--- src/common/issue_pkg.sv ---
package issue_pkg;

    // datapath widths
    localparam int WORD_W     = 32;
    localparam int REG_ADDR_W = 5;
    localparam int SEQ_W      = 8;
    localparam int IMM_W      = 16;
    localparam int NUM_REGS   = 32;

    // identical execution lanes, slot 1 older and slot 0 younger
    localparam int NUM_LANES  = 2;

    typedef logic [REG_ADDR_W-1:0] reg_addr_t;
    typedef logic [WORD_W-1:0]     word_t;
    typedef logic [SEQ_W-1:0]      seq_t;
    typedef logic [IMM_W-1:0]      imm_t;

    // addi and lui take the immediate in place of the second operand
    typedef enum logic [2:0] {
        OP_ADD,
        OP_SUB,
        OP_AND,
        OP_OR,
        OP_XOR,
        OP_SLT,
        OP_ADDI,
        OP_LUI
    } opcode_e;

    // one decoded instruction
    typedef struct packed {
        logic      valid;
        seq_t      seq;
        opcode_e   op;
        reg_addr_t rdst;
        reg_addr_t ra1;
        reg_addr_t ra2;
        imm_t      imm;
        logic      writes;
    } instr_t;

    // producer pair, older first; younger may be invalid
    typedef struct packed {
        instr_t older;
        instr_t younger;
    } pair_t;

    // lane input, instruction plus its operand words
    typedef struct packed {
        instr_t instr;
        word_t  rd1;
        word_t  rd2;
    } issue_t;

    // lane result register
    typedef struct packed {
        logic      valid;
        seq_t      seq;
        reg_addr_t rdst;
        logic      writes;
        word_t     value;
    } result_t;

    // retire port record
    typedef struct packed {
        logic      valid;
        seq_t      seq;
        reg_addr_t rdst;
        logic      writes;
        word_t     value;
    } retire_t;

endpackage

--- src/verilog/exec_lane.sv ---
module exec_lane (
    input  logic               clk,
    input  logic               reset,
    input  issue_pkg::issue_t  issue,
    output issue_pkg::result_t res
);
    import issue_pkg::*;

    word_t imm_sext;
    word_t value;

    // sign-extended immediate for addi
    assign imm_sext = {{(WORD_W - IMM_W){issue.instr.imm[IMM_W-1]}}, issue.instr.imm};

    always_comb begin
        case (issue.instr.op)
            OP_ADD:  value = issue.rd1 + issue.rd2;
            OP_SUB:  value = issue.rd1 - issue.rd2;
            OP_AND:  value = issue.rd1 & issue.rd2;
            OP_OR:   value = issue.rd1 | issue.rd2;
            OP_XOR:  value = issue.rd1 ^ issue.rd2;
            // signed compare
            OP_SLT:  value = {{(WORD_W - 1){1'b0}}, $signed(issue.rd1) < $signed(issue.rd2)};
            OP_ADDI: value = issue.rd1 + imm_sext;
            // immediate into the upper half
            OP_LUI:  value = {issue.instr.imm, {(WORD_W - IMM_W){1'b0}}};
            default: value = '0;
        endcase
    end

    // result register, only valid is cleared
    always_ff @(posedge clk) begin
        if (reset) begin
            res.valid <= 1'b0;
        end else begin
            res.valid  <= issue.instr.valid;
            res.seq    <= issue.instr.seq;
            res.rdst   <= issue.instr.rdst;
            res.writes <= issue.instr.writes;
            res.value  <= value;
        end
    end

endmodule

--- config.mk ---
export PLATFORM = sky130hd
export DESIGN_NAME = exec_lane
export DESIGN_NICKNAME = d
export VERILOG_FILES = /design/src/common/issue_pkg.sv /design/src/verilog/exec_lane.sv
export SDC_FILE = /design/constraint.sdc
export NUM_CORES = 1
export LEC_CHECK = 0
export BUFFER_PORTS_ARGS = -buffer_cell sky130_fd_sc_hd__buf_2
export CAP_MARGIN = 20
export CORE_ASPECT_RATIO = 0.75
export CORE_UTILIZATION = 40
export DETAILED_ROUTE_END_ITERATION = 8
export SYNTH_ARGS = -nofsm -noshare
export SYNTH_HDL_FRONTEND = slang
export SYNTH_SLANG_ARGS = --single-unit
--- constraint.sdc ---
create_clock -name clk -period 9.37 [get_ports clk]
set_clock_uncertainty 0.1 [all_clocks]
set_input_delay 0.4685 -clock clk [delete_from_list [all_inputs] [get_ports clk]]
set_output_delay 0.4685 -clock clk [all_outputs]
set_load 0.005 [all_outputs]
== After elaboration in Yosys (flattened, before gate mapping) ==
Cells that the tools add are included.
W data, S select, Z words.

* Magnitude comparators: 1
* Reduce and logical (&&, ||, !) cells: 1
* Div/mod/pow operators: 0
* Bitwise operators: 3
* Mux-type cells: 1
* $add $sub $neg: 3
* Equality and inequality tests: 7
* Multiply operators: 0
* Shift-type cells: 0

{| class="wikitable"
|+ Operators by type and width
! kind !! number
|-
| $pmux W32 S8 || 1
|-
| $add A32 B32 Y32 || 2
|-
| $and A32 B32 Y32 || 1
|-
| $lt A32 B32 Y1 || 1
|-
| $or A32 B32 Y32 || 1
|-
| $sub A32 B32 Y32 || 1
|-
| $xor A32 B32 Y32 || 1
|-
| $eq A3 B3 Y1 const B || 4
|-
| $eq A3 B2 Y1 const B || 2
|-
| $eq A3 B1 Y1 const B || 1
|-
| $logic_not A3 Y1 || 1
|}

* Memories: 0
* Flip-flop bits (word level): 47
* Memory bits (writable): 0
* Input port bits: 110
* Output and inout bits: 47
* Memory bits (read-only): 0
* Latch bits: 0
* Logic and storage cells: 21

== Logic depth before layout (Yosys ltp) ==
Gate-level depths: netlist (run 1).

* Word-level depth: 2
* Gate-level depth with buffers: 16
* Mapped depth without buffers: 15

== Worst setup path before layout (run 1) ==
Ideal clock, no wire load.

* Kind: in2reg
* Start point: in issue[98] (netlist bit)
* End point: reg res[30] (netlist bit) (data pin)
* Stages: 16
* Buffers on the path: 1
* Setup time: 0.259 ns
* Arrival time: 4.289 ns
* Setup slack: 4.723 ns
* Data required time: 9.011 ns
* Cell sequence: nor2b_1 -> nand2_1 -> clkbuf_1 -> mux2_2 -> ha_1 -> inv_1 -> fa_1 -> and2b_1 -> o31a_1 -> o21ai_0 -> o41ai_1 -> a21oi_1 -> o221a_2 -> o311ai_0 -> xor2_1 -> a211o_1

* Longest elaborated chain between the ends: 2
* Elaborated cells between the ends (all ways): 9
* Classes of those cells: eq/ne (7); mux (1); reduce/logical (1)

{| class="wikitable"
|+ RTL lines
! item !! RTL line !! text
|-
| from (decl) || exec_lane.sv:4 || <nowiki>input issue_pkg::issue_t issue,</nowiki>
|-
| $eq A3 B3 Y1, or another cell as far along || exec_lane.sv:16 || <nowiki>case (issue.instr.op)</nowiki>
|-
| $pmux W32 S8 (*) || exec_lane.sv:16 ||
|-
| via value[30] || exec_lane.sv:10 || <nowiki>word_t value;</nowiki>
|-
| to (decl) || exec_lane.sv:5 || <nowiki>output issue_pkg::result_t res</nowiki>
|}

The timed path passes the listed nets; every way through them passes the cells marked *.
A chain may end at the register's enable or synchronous reset.

== Worst setup path after layout (run 1) ==
Ends and elaborated chain as after synthesis.

==> results of run 1 <==
-- final timing paths --
check | startpoint | to | cells after the start
worst max-delay path | issue[98] | res[30] | 19
worst min-delay path | issue[101] | res[40] | 1
-- routing by layer --
layer  track usage (%)  up-vias  wire length [um]
met5                 0        -                 0
met4              5.77        0               320
met3              5.01       20              2170
met2              38.0      303             10100
met1              38.2     3415             11900
li1                  -     3651                 -
-- cell usage in the layout (no fill, tap or decap), drive strengths merged, types with 13 or more instances in the layout --
cell    synthesis  layout
buf             8     156
ha            127     127
a21oi         106     106
inv           101     102
nand2          85      85
nor2           76      76
o21ai          65      65
edfxtp         46      46
xnor2          31      31
nor3           19      19
xor2           17      17
mux2           16      16
nand3          14      14
a21o           13      13
-- cell families after synthesis --
logic type	Yosys count	share of synthesized area [%]
fa+ha+maj	129	22.0
buf+inv	144	7.42
mux	20	2.98
simple gates	253	15.7
compound gates	311	27.2
xor+xnor	48	5.69
flops	47	19.0
-- area by class of cell --
cell class	count	area share, %
Clock inverter	3	0.543
Tap cell	242	3.55
Timing Repair Buffer	156	9.68
Clock buffer	5	1.47
Multi-Input combinational cell	761	63.9
Sequential cell	47	16.4
Inverter	101	4.45
-- Yosys cell counts (5+ instances only) --
cell	count	area [um2]
a211o_1	6	52.6
xor2_1	17	149
and3_1	6	37.5
o31ai_1	10	75.1
o21a_1	10	75.1
a211oi_1	11	82.6
nor3_1	19	95.1
o311a_1	5	50.1
ha_1	127	1590
a21o_1	13	97.6
nand4_1	8	50.1
nand2_1	85	319
nor2b_1	12	75.1
nand3_1	14	70.1
a22oi_1	10	75.1
o21bai_1	8	60.1
nor2_1	76	285
o31a_1	7	61.3
nor4_1	6	37.5
clkbuf_1	35	131
nand2b_1	7	43.8
xnor2_1	31	272
edfxtp_1	46	1380
a21oi_1	105	526
buf_1	7	26.3
or3_1	5	31.3
o311ai_0	5	43.8
inv_1	101	379
o221ai_1	8	70.1
o21ai_0	64	320
mux2_2	16	180
-- power by group --
group | total, mW | internal [mW] | switching, mW
Clock | 0.223 | 0.127 | 0.0955
Sequential | 0.266 | 0.262 | 0.00474
Combinational | 0.460 | 0.185 | 0.275
Total | 0.949 | 0.574 | 0.375
-- metrics by stage --
stage | area (um2) | util [%]
floorplan | 7390 | -
global placement | 8320 | 46.6
detailed placement | 8320 | 46.6
CTS | 8490 | 47.5
global route | 8530 | 47.7
finish | 8530 | 47.7
==> flow_metrics.py, run 1 <==
metrics = {
    "timing": {
        "finalCritPeriodShare_pct": 61.9,
        "period_minus_slack_ns": 5.80,
        "tns_ns": 0,
        "hold_viol": 0,
        "max_freq_mhz": 172,
        "final_max_slew_viol_count": 0,
        "whs_ns": 0.230,
        "rsz0062_at_grt": "no",
        "slew_headroom_pct": 36.5,
        "worstMarginPinSlew_ns": 0.949,
        "setup-violations-final": 0,
        "setup_ws_ns": 3.57,
    },
    "placement": {
        "gp_congestion": 0.947,
        "post-dp-hpwl_mm": 18.9,
        "place_ws_ns": 3.29,
        "dp.cells": 1305,
        "portBuffers": 146,
    },
    "cells_and_area": {
        "largest_reg_flops": 47,
        "n_antenna_cell": 0,
        "layout-drive-gt1-share_pct": 17.9,
        "multi_input_area_um2": 5450,
        "seqCellArea_um2": 1400,
        "n_fill_cell": 1846,
        "top_regs": "res (47)",
        "layoutNonFillerInstCount": 1315,
        "fin_nets": 1311,
        "syn2layout_area_growth_pct": 15.4,
        "top_register": "res",
    },
    "critical_path": {
        "critPathMaxStageDelay_ns": 0.45,
        "worstPathMaxFanout": 52,
        "critical_path_buf_inv_count": 5,
        "crit_path_start_kind": "input pin",
        "worstPathArrival_ns": 5.77,
        "crit_path_end_kind": "flop",
        "path_class": "in -> reg",
        "critPathTopFamily": "compound AO/OA/AOI/OAI gates",
        "critPathRequiredTime_ns": 9.33,
        "crit_path_frequent_cell": "buf_4",
        "cpMaxStageDelayCell": "buf_4",
        "path_cells": "buf_2, buf_4, nor2b_1, nand2_1, buf_4, mux2_2, ha_1, inv_1, fa_1, and2b_1, o31a_1, o21ai_0, o41ai_1, buf_4, a21oi_1, o221a_2, o311ai_0, xor2_1, a211o_1",
    },
    "clock_tree": {
        "clk_pin_slew_worst_paths_ns": 0.07,
        "cts_tree": "yes",
        "cts_buffer_depth": 2,
        "root_buffer": "clkbuf_16",
        "holdBufCountCts": 0,
        "cts_sinks": 47,
        "cts_buffers": 5,
        "post_cts_buffers": 0,
        "h-tree-depth": 2,
        "ctsResizeCount": 0,
    },
    "global_routing": {
        "grt-ovfl-total": 0,
        "antenna_found_initial": 0,
        "track_usage_pct": 25.8,
        "grt_max_degree": 58,
        "grt_pass1_wl_mm": 38.4,
        "first_global_vias": 6837,
    },
    "routing": {
        "routed_wl_mm": 24.5,
        "wl_per_cell_um": 18.6,
        "drtIter0Drc": 609,
        "vias": 7389,
        "postRouteAntennaNets": 0,
        "via_per_inst": 5.62,
        "dr.pass1.iters": 5,
        "drc_errors": 0,
    },
    "yosys": {
        "yosys_most_used_dff": "edfxtp_1",
        "async_reset_ff_share_pct": 0,
        "synth_edf_count": 46,
        "ys_warn_count": 0,
        "netlist_area_um2": 7390,
        "syn_avg_cell_area_um2": 7.76,
        "yosys.cell_types.count": 66,
        "synth_cells": 952,
        "yosysSeqAreaShare_pct": 19.0,
        "syn_nets": 1191,
        "synth_seq_cells": 47,
    },
    "pwr": {
        "peakVddDrop_mv": 0.0702,
        "power_uw": 949,
        "power_density_nw_per_um2": 111,
        "leakage_nw": 4.07,
    },
    "floorplan": {
        "die-area_um2": 19000,
        "dieHeight_um": 120,
        "core_area_um2": 17900,
        "std_cell_rows": 42,
        "io_pins": 157,
        "start_util_pct": 41.4,
        "die_x_um": 159,
    },
    "flow_run": {
        "drv_cap": 0,
    },
    "worst_hold_path": {
        "hold_path.class": "in -> reg",
    },
    "outcome": {
        "outcome": "complete, no violations",
    },
}
Power figures use the tool's default switching activity.
==> inputs of run 2 (changes only) <==
- clock period: 9.37 -> 5.3 ns (I/O delays scaled with it)
==> run 2 against run 1 <==
Net effect:
- final cell count increased by 0.23%
- wire length rose by 0.90%
- critical path type unchanged
- sequential power increased by 77%
- count of clock-buffer cells in the layout is the same
- final area grew 0.41%
- setup slack worse by 2.7 ns
- hold slack worse by 0.20 ns
- highest routed layer unchanged
==> flow_metrics.py, run 2 (synthesis results as in run 1) <==
metrics = {
    "outcome": {
        "outcome": "complete, no violations",
    },
    "clock_tree": {
        "holdBufCountCts": 0,
        "cts_buffer_depth": 2,
        "root_buffer": "clkbuf_16",
        "h-tree-depth": 2,
        "post_cts_buffers": 0,
        "cts_tree": "yes",
        "clk_pin_slew_worst_paths_ns": 0.07,
        "cts_sinks": 47,
        "ctsResizeCount": 0,
        "cts_buffers": 5,
    },
    "routing": {
        "wl_per_cell_um": 18.8,
        "drc_errors": 0,
        "dr.pass1.iters": 6,
        "routed_wl_mm": 24.7,
        "via_per_inst": 5.69,
        "postRouteAntennaNets": 0,
        "vias": 7506,
        "drtIter0Drc": 674,
    },
    "critical_path": {
        "worstPathMaxFanout": 20,
        "timing.critical_path.from": "issue[98]",
        "crit_path_start_kind": "input pin",
        "path_class": "in -> reg",
        "critPathRequiredTime_ns": 5.25,
        "critPathMaxStageDelay_ns": 0.48,
        "path_cells": "buf_2, nor2b_1, nand2_1, buf_4, mux2_2, ha_1, a211o_1, a21oi_2, o21ai_2, o31a_1, a211oi_2, o21bai_2, a311o_1, and3_1, or4_1",
        "crit_path_end_kind": "flop",
        "worstPathArrival_ns": 4.38,
        "cpMaxStageDelayCell": "or4_1",
    },
    "global_routing": {
        "antenna_found_initial": 0,
        "grt_pass1_wl_mm": 39.1,
        "grt_max_degree": 57,
        "grt-ovfl-total": 0,
        "first_global_vias": 6910,
        "track_usage_pct": 26.3,
    },
    "cells_and_area": {
        "n_antenna_cell": 0,
        "fin_nets": 1314,
        "largest_reg_flops": 47,
        "final_util_pct": 47.9,
        "layout-drive-gt1-share_pct": 18.1,
        "final_cell_mix": "146 x buf_2, 127 x ha_1, 105 x a21oi_1, 100 x inv_1, 85 x nand2_1",
        "top_regs": "res (47)",
        "final_common_cell": "buf_2",
        "top_register": "res",
        "n_fill_cell": 1847,
        "syn2layout_area_growth_pct": 15.9,
    },
    "pwr": {
        "power_density_nw_per_um2": 197,
        "leakage_nw": 4.08,
        "peakVddDrop_mv": 0.114,
        "power_mw": 1.69,
    },
    "timing": {
        "period_minus_slack_ns": 4.43,
        "slew_headroom_pct": 38.4,
        "max_freq_mhz": 226,
        "worstMarginPinSlew_ns": 0.923,
        "setup-violations-final": 0,
        "finalCritPeriodShare_pct": 83.6,
        "final_max_slew_viol_count": 0,
        "rsz0062_at_grt": "no",
        "hold_viol": 0,
        "tns_ns": 0,
    },
    "floorplan": {
        "core_area_um2": 17900,
        "die-area_um2": 19000,
        "std_cell_rows": 42,
        "start_util_pct": 41.4,
        "dieHeight_um": 120,
        "die_x_um": 159,
        "io_pins": 157,
    },
    "worst_hold_path": {
        "min_from": "issue[94]",
        "hold_path.class": "in -> reg",
    },
    "placement": {
        "post-dp-hpwl_mm": 19.1,
        "portBuffers": 146,
        "gp_congestion": 0.949,
    },
    "flow_run": {
        "drv_cap": 0,
    },
}
## run 2: cell types whose count changed in the layout (fill, tap and decap cells not counted)
cell / before / now
buf_8: 1 / 0
buf_4: 8 / 11
buf_16: 0 / 1
## run 2: layer usage
metal,GRT usage (%),vias up,share of wire (%)
li1,-,3670,-
met1,39.4,3473,49
met2,39.2,339,41
met3,4.74,24,8.5
met4,4.69,0,1.4
met5,0,-,0
## run 2: layout make-up
class                      instances  area, um2  share of cell area [%]
timing repair buffer             159        861                    10.1
tap                              242        303                    3.54
inverter                         101        379                    4.43
multi-input combinational        761       5450                    63.6
clock buffer                       5        125                    1.46
sequential                        47       1400                    16.4
clock inverter                     3       46.3                   0.541
## run 2: metrics by stage
step / instances / worst slack [ns] / instance area [um2] / hold WS (ns)
floorplan: 952 / 0.856 / 7390 / 0.237
global placement: 1308 / 0.653 / 8340 / 0.341
detailed placement: 1308 / 0.609 / 8340 / 0.343
CTS: 1316 / 0.939 / 8520 / 0.0189
global route: 1318 / 0.514 / 8560 / 0.0236
finish: 1318 / 0.869 / 8560 / 0.0307
## run 2: worst max-delay path: cells and delay by family
kind,cells,cell delay (ns)
simple gates,4,1.19
fa+ha+maj,1,0.37
mux,1,0.30
buf+inv,2,0.36
compound gates,7,1.88
## run 2: path summary, 6_finish.rpt
path                  end  slack [ns]  depth (start not counted)
hold / removal    res[36]        0.03                          1
setup / recovery  res[31]        0.87                         15
## run 2: report_power, final
part | leakage, nW | switching [mW] | internal, mW
Combinational | 3.55 | 0.488 | 0.330
Clock | 0.0804 | 0.171 | 0.225
Sequential | 0.456 | 0.00883 | 0.463
==> inputs of run 3 (changes only) <==
- ABC_AREA: not set -> 1
- clock period: 5.3 -> 4.45 ns (I/O delays scaled with it)
==> run 3 against run 2 <==
Net effect:
- via count increased by 26%
- highest routed layer unchanged
- hold slack got worse by 0.016 ns
- sequential power increased by 20%
- wire length increased by 34%
==> flow_metrics.py, run 3 <==
metrics = {
    "critical_path": {
        "worstPathMaxFanout": 46,
        "crit_path_start_kind": "input pin",
        "path_class": "in -> reg",
        "worstPathArrival_ns": 3.10,
        "crit_path_end_kind": "flop",
        "critPathRequiredTime_ns": 4.42,
    },
    "cells_and_area": {
        "top_regs": "res (47)",
        "final_util_pct": 48.5,
        "n_antenna_cell": 0,
        "syn2layout_area_growth_pct": 16.7,
        "top_register": "res",
        "largest_reg_flops": 47,
        "fin_nets": 1743,
        "final_cell_mix": "383 x nand2_1, 266 x inv_1, 146 x buf_2, 127 x ha_1, 115 x nand3_1",
        "final_common_cell": "nand2_1",
        "layout-drive-gt1-share_pct": 11.7,
    },
    "clock_tree": {
        "cts_sinks": 47,
        "post_cts_buffers": 0,
        "clk_pin_slew_worst_paths_ns": 0.08,
        "root_buffer": "clkbuf_16",
        "cts_buffers": 5,
        "cts_buffer_depth": 2,
        "ctsResizeCount": 0,
        "cts_tree": "yes",
        "h-tree-depth": 2,
    },
    "routing": {
        "wl_per_cell_um": 18.8,
        "via_per_inst": 5.38,
        "routed_wl_mm": 33.1,
        "drtIter0Drc": 979,
        "vias": 9465,
        "drc_errors": 0,
        "dr.pass1.iters": 8,
        "postRouteAntennaNets": 0,
    },
    "yosys": {
        "synth_area_leaders": "ha_1 19%, nand2_1 18%, edfxtp_1 17%, inv_1 12%, nand3_1 7.0%",
        "netlist.area_leader.share_pct": 19.4,
        "synth_top_family_by_area": "simple AND/OR/NAND/NOR gates",
        "yosysSeqAreaShare_pct": 17.1,
        "synth_xor_xnor_area_share_pct": 1.07,
        "synthMuxAreaShare_pct": 0,
        "netlist_area_um2": 8190,
        "synth.largest_area_cell": "ha_1",
        "synth-simple-area-share_pct": 33.3,
        "synth_seq_cells": 47,
        "synth-compound-area-share_pct": 15.0,
        "syn_nets": 1588,
        "async_reset_ff_share_pct": 0,
        "synth_edf_count": 46,
        "yosys.cell_types.count": 41,
        "ys_warn_count": 0,
        "yosys_most_used_dff": "edfxtp_1",
        "synth_cells": 1349,
        "synth_common_cells": "383 x nand2_1, 267 x inv_1, 127 x ha_1",
        "syn_avg_cell_area_um2": 6.07,
        "synthAdderAreaFrac_pct": 19.9,
        "synth_most_common_cell": "nand2_1",
    },
    "timing": {
        "max_freq_mhz": 319,
        "hold_viol": 0,
        "rsz0062_at_grt": "no",
        "period_minus_slack_ns": 3.14,
        "setup_ws_ns": 1.31,
        "slew_headroom_pct": 43.2,
        "setup-violations-final": 0,
        "tns_ns": 0,
        "whs_ns": 0.0151,
        "finalCritPeriodShare_pct": 70.4,
        "final_max_slew_viol_count": 0,
        "worstMarginPinSlew_ns": 0.851,
    },
    "global_routing": {
        "grt_max_degree": 47,
        "grt_pass1_wl_mm": 49.3,
        "grtUsageMet2_pct": 43.9,
        "track_usage_pct": 31.3,
        "busiest_layer": "met1",
        "grt-ovfl-total": 0,
        "met1_usage_pct": 47.7,
        "gr-usage-met3_pct": 6.95,
        "first_global_vias": 8422,
        "antenna_found_initial": 0,
    },
    "placement": {
        "gp_congestion": 0.959,
        "place_ws_ns": 1.06,
        "portBuffers": 146,
        "post-dp-hpwl_mm": 27.1,
    },
    "worst_hold_path": {
        "hold_path.class": "in -> reg",
    },
    "pwr": {
        "switching_share_pct": 43.1,
        "p_comb_share_pct": 48.8,
        "switchingPower_uw": 936,
        "p_clk_share_pct": 25.1,
        "leakage_nw": 5.36,
        "peakVddDrop_mv": 0.153,
        "p_int_mw": 1.24,
        "power_frac_seq_pct": 26.1,
        "power_density_nw_per_um2": 227,
    },
    "outcome": {
        "outcome": "complete, no violations",
    },
    "floorplan": {
        "io_pins": 157,
        "std_cell_rows": 44,
        "die_x_um": 167,
        "dieHeight_um": 126,
        "start_util_pct": 41.6,
        "core_area_um2": 19700,
        "die-area_um2": 21100,
    },
    "flow_run": {
        "drv_cap": 0,
    },
}
==> run 3: cell types whose count changed after synthesis, sizes merged, moves of 12 or more <==
cell	previous run	this run
a21o	13	1
a21oi	106	77
a221oi	4	18
clkbuf	35	11
inv	101	275
mux2	16	0
nand2	85	384
nand3	14	115
nor2	76	111
nor2b	12	0
o21ai	65	79
xnor2	31	1
==> run 3: final cells by class <==
type / count / area [um2]
timing repair buffer: 167 / 926
clock inverter: 3 / 71.3
tap: 253 / 317
inverter: 275 / 1030
sequential: 47 / 1400
fill: 2186 / 10200
clock buffer: 5 / 125
multi-input combinational: 1008 / 5680
==> run 3: worst paths after layout <==
path              startpoint  endpoint  slack (ns)  cells past startpoint
setup / recovery   issue[98]   res[28]        1.31                     17
hold / removal    issue[107]   res[46]        0.02                      3
==> run 3: per-layer routing <==
metal  vias up  part of all wire (%)
met1      4377                    48
met2       387                    39
met5         -                     0
met3        35                    10
met4         0                   2.1
li1       4666                     -
==> run 3: power by group through the flow <==
stage / sequential (mW) / clock, mW / combinational (mW)
after detailed placement: 0.577 / 0 / 1.01
after global routing: 0.572 / 0.569 / 1.17
final: 0.567 / 0.545 / 1.06
after CTS: 0.568 / 0.551 / 1.03
after global placement: 0.576 / 0 / 1.01
after floorplan: 0.585 / 0 / 0.629
==> run 3: through the flow <==
| stage | instance area [um2] | power (mW) | std cells |
|---|---|---|---|
| floorplan | 8190 | 1.21 | 1349 |
| global placement | 9210 | 1.59 | 1735 |
| detailed placement | 9210 | 1.59 | 1735 |
| CTS | 9560 | 2.15 | 1758 |
| global route | 9560 | 2.31 | 1758 |
| finish | 9560 | 2.17 | 1758 |
==> run 3: repair_timing <==
action,in CTS,in global routing
hold buffers,15,0
hold endpoints to repair,15,0
endpoints found under the setup margin,0,0
==> run 3: critical path, cell delays in order <==
cell      delay (ns)
buf_2           0.11
inv_2           0.07
nor3_4          0.18
buf_4           0.42
nand2_1         0.11
o21ai_0         0.10
ha_1            0.19
inv_1           0.06
fa_1            0.46
o21bai_1        0.38
nand2_1         0.09
nand3_1         0.19
nand3_1         0.15
nand2_1         0.10
nand2_1         0.05
nand3_1         0.09
nand3_1         0.08
==> run 3: logic make-up (layout without fill, tap and decap cells) <==
family / count (synthesis) / after routing
AND/OR/NAND/NOR: 655 / 655
flip-flops: 47 / 47
AO/OA/AOI/OAI: 214 / 214
XOR/XNOR: 10 / 10
adder cells (fa/ha/maj): 129 / 129
buffers and inverters: 294 / 450
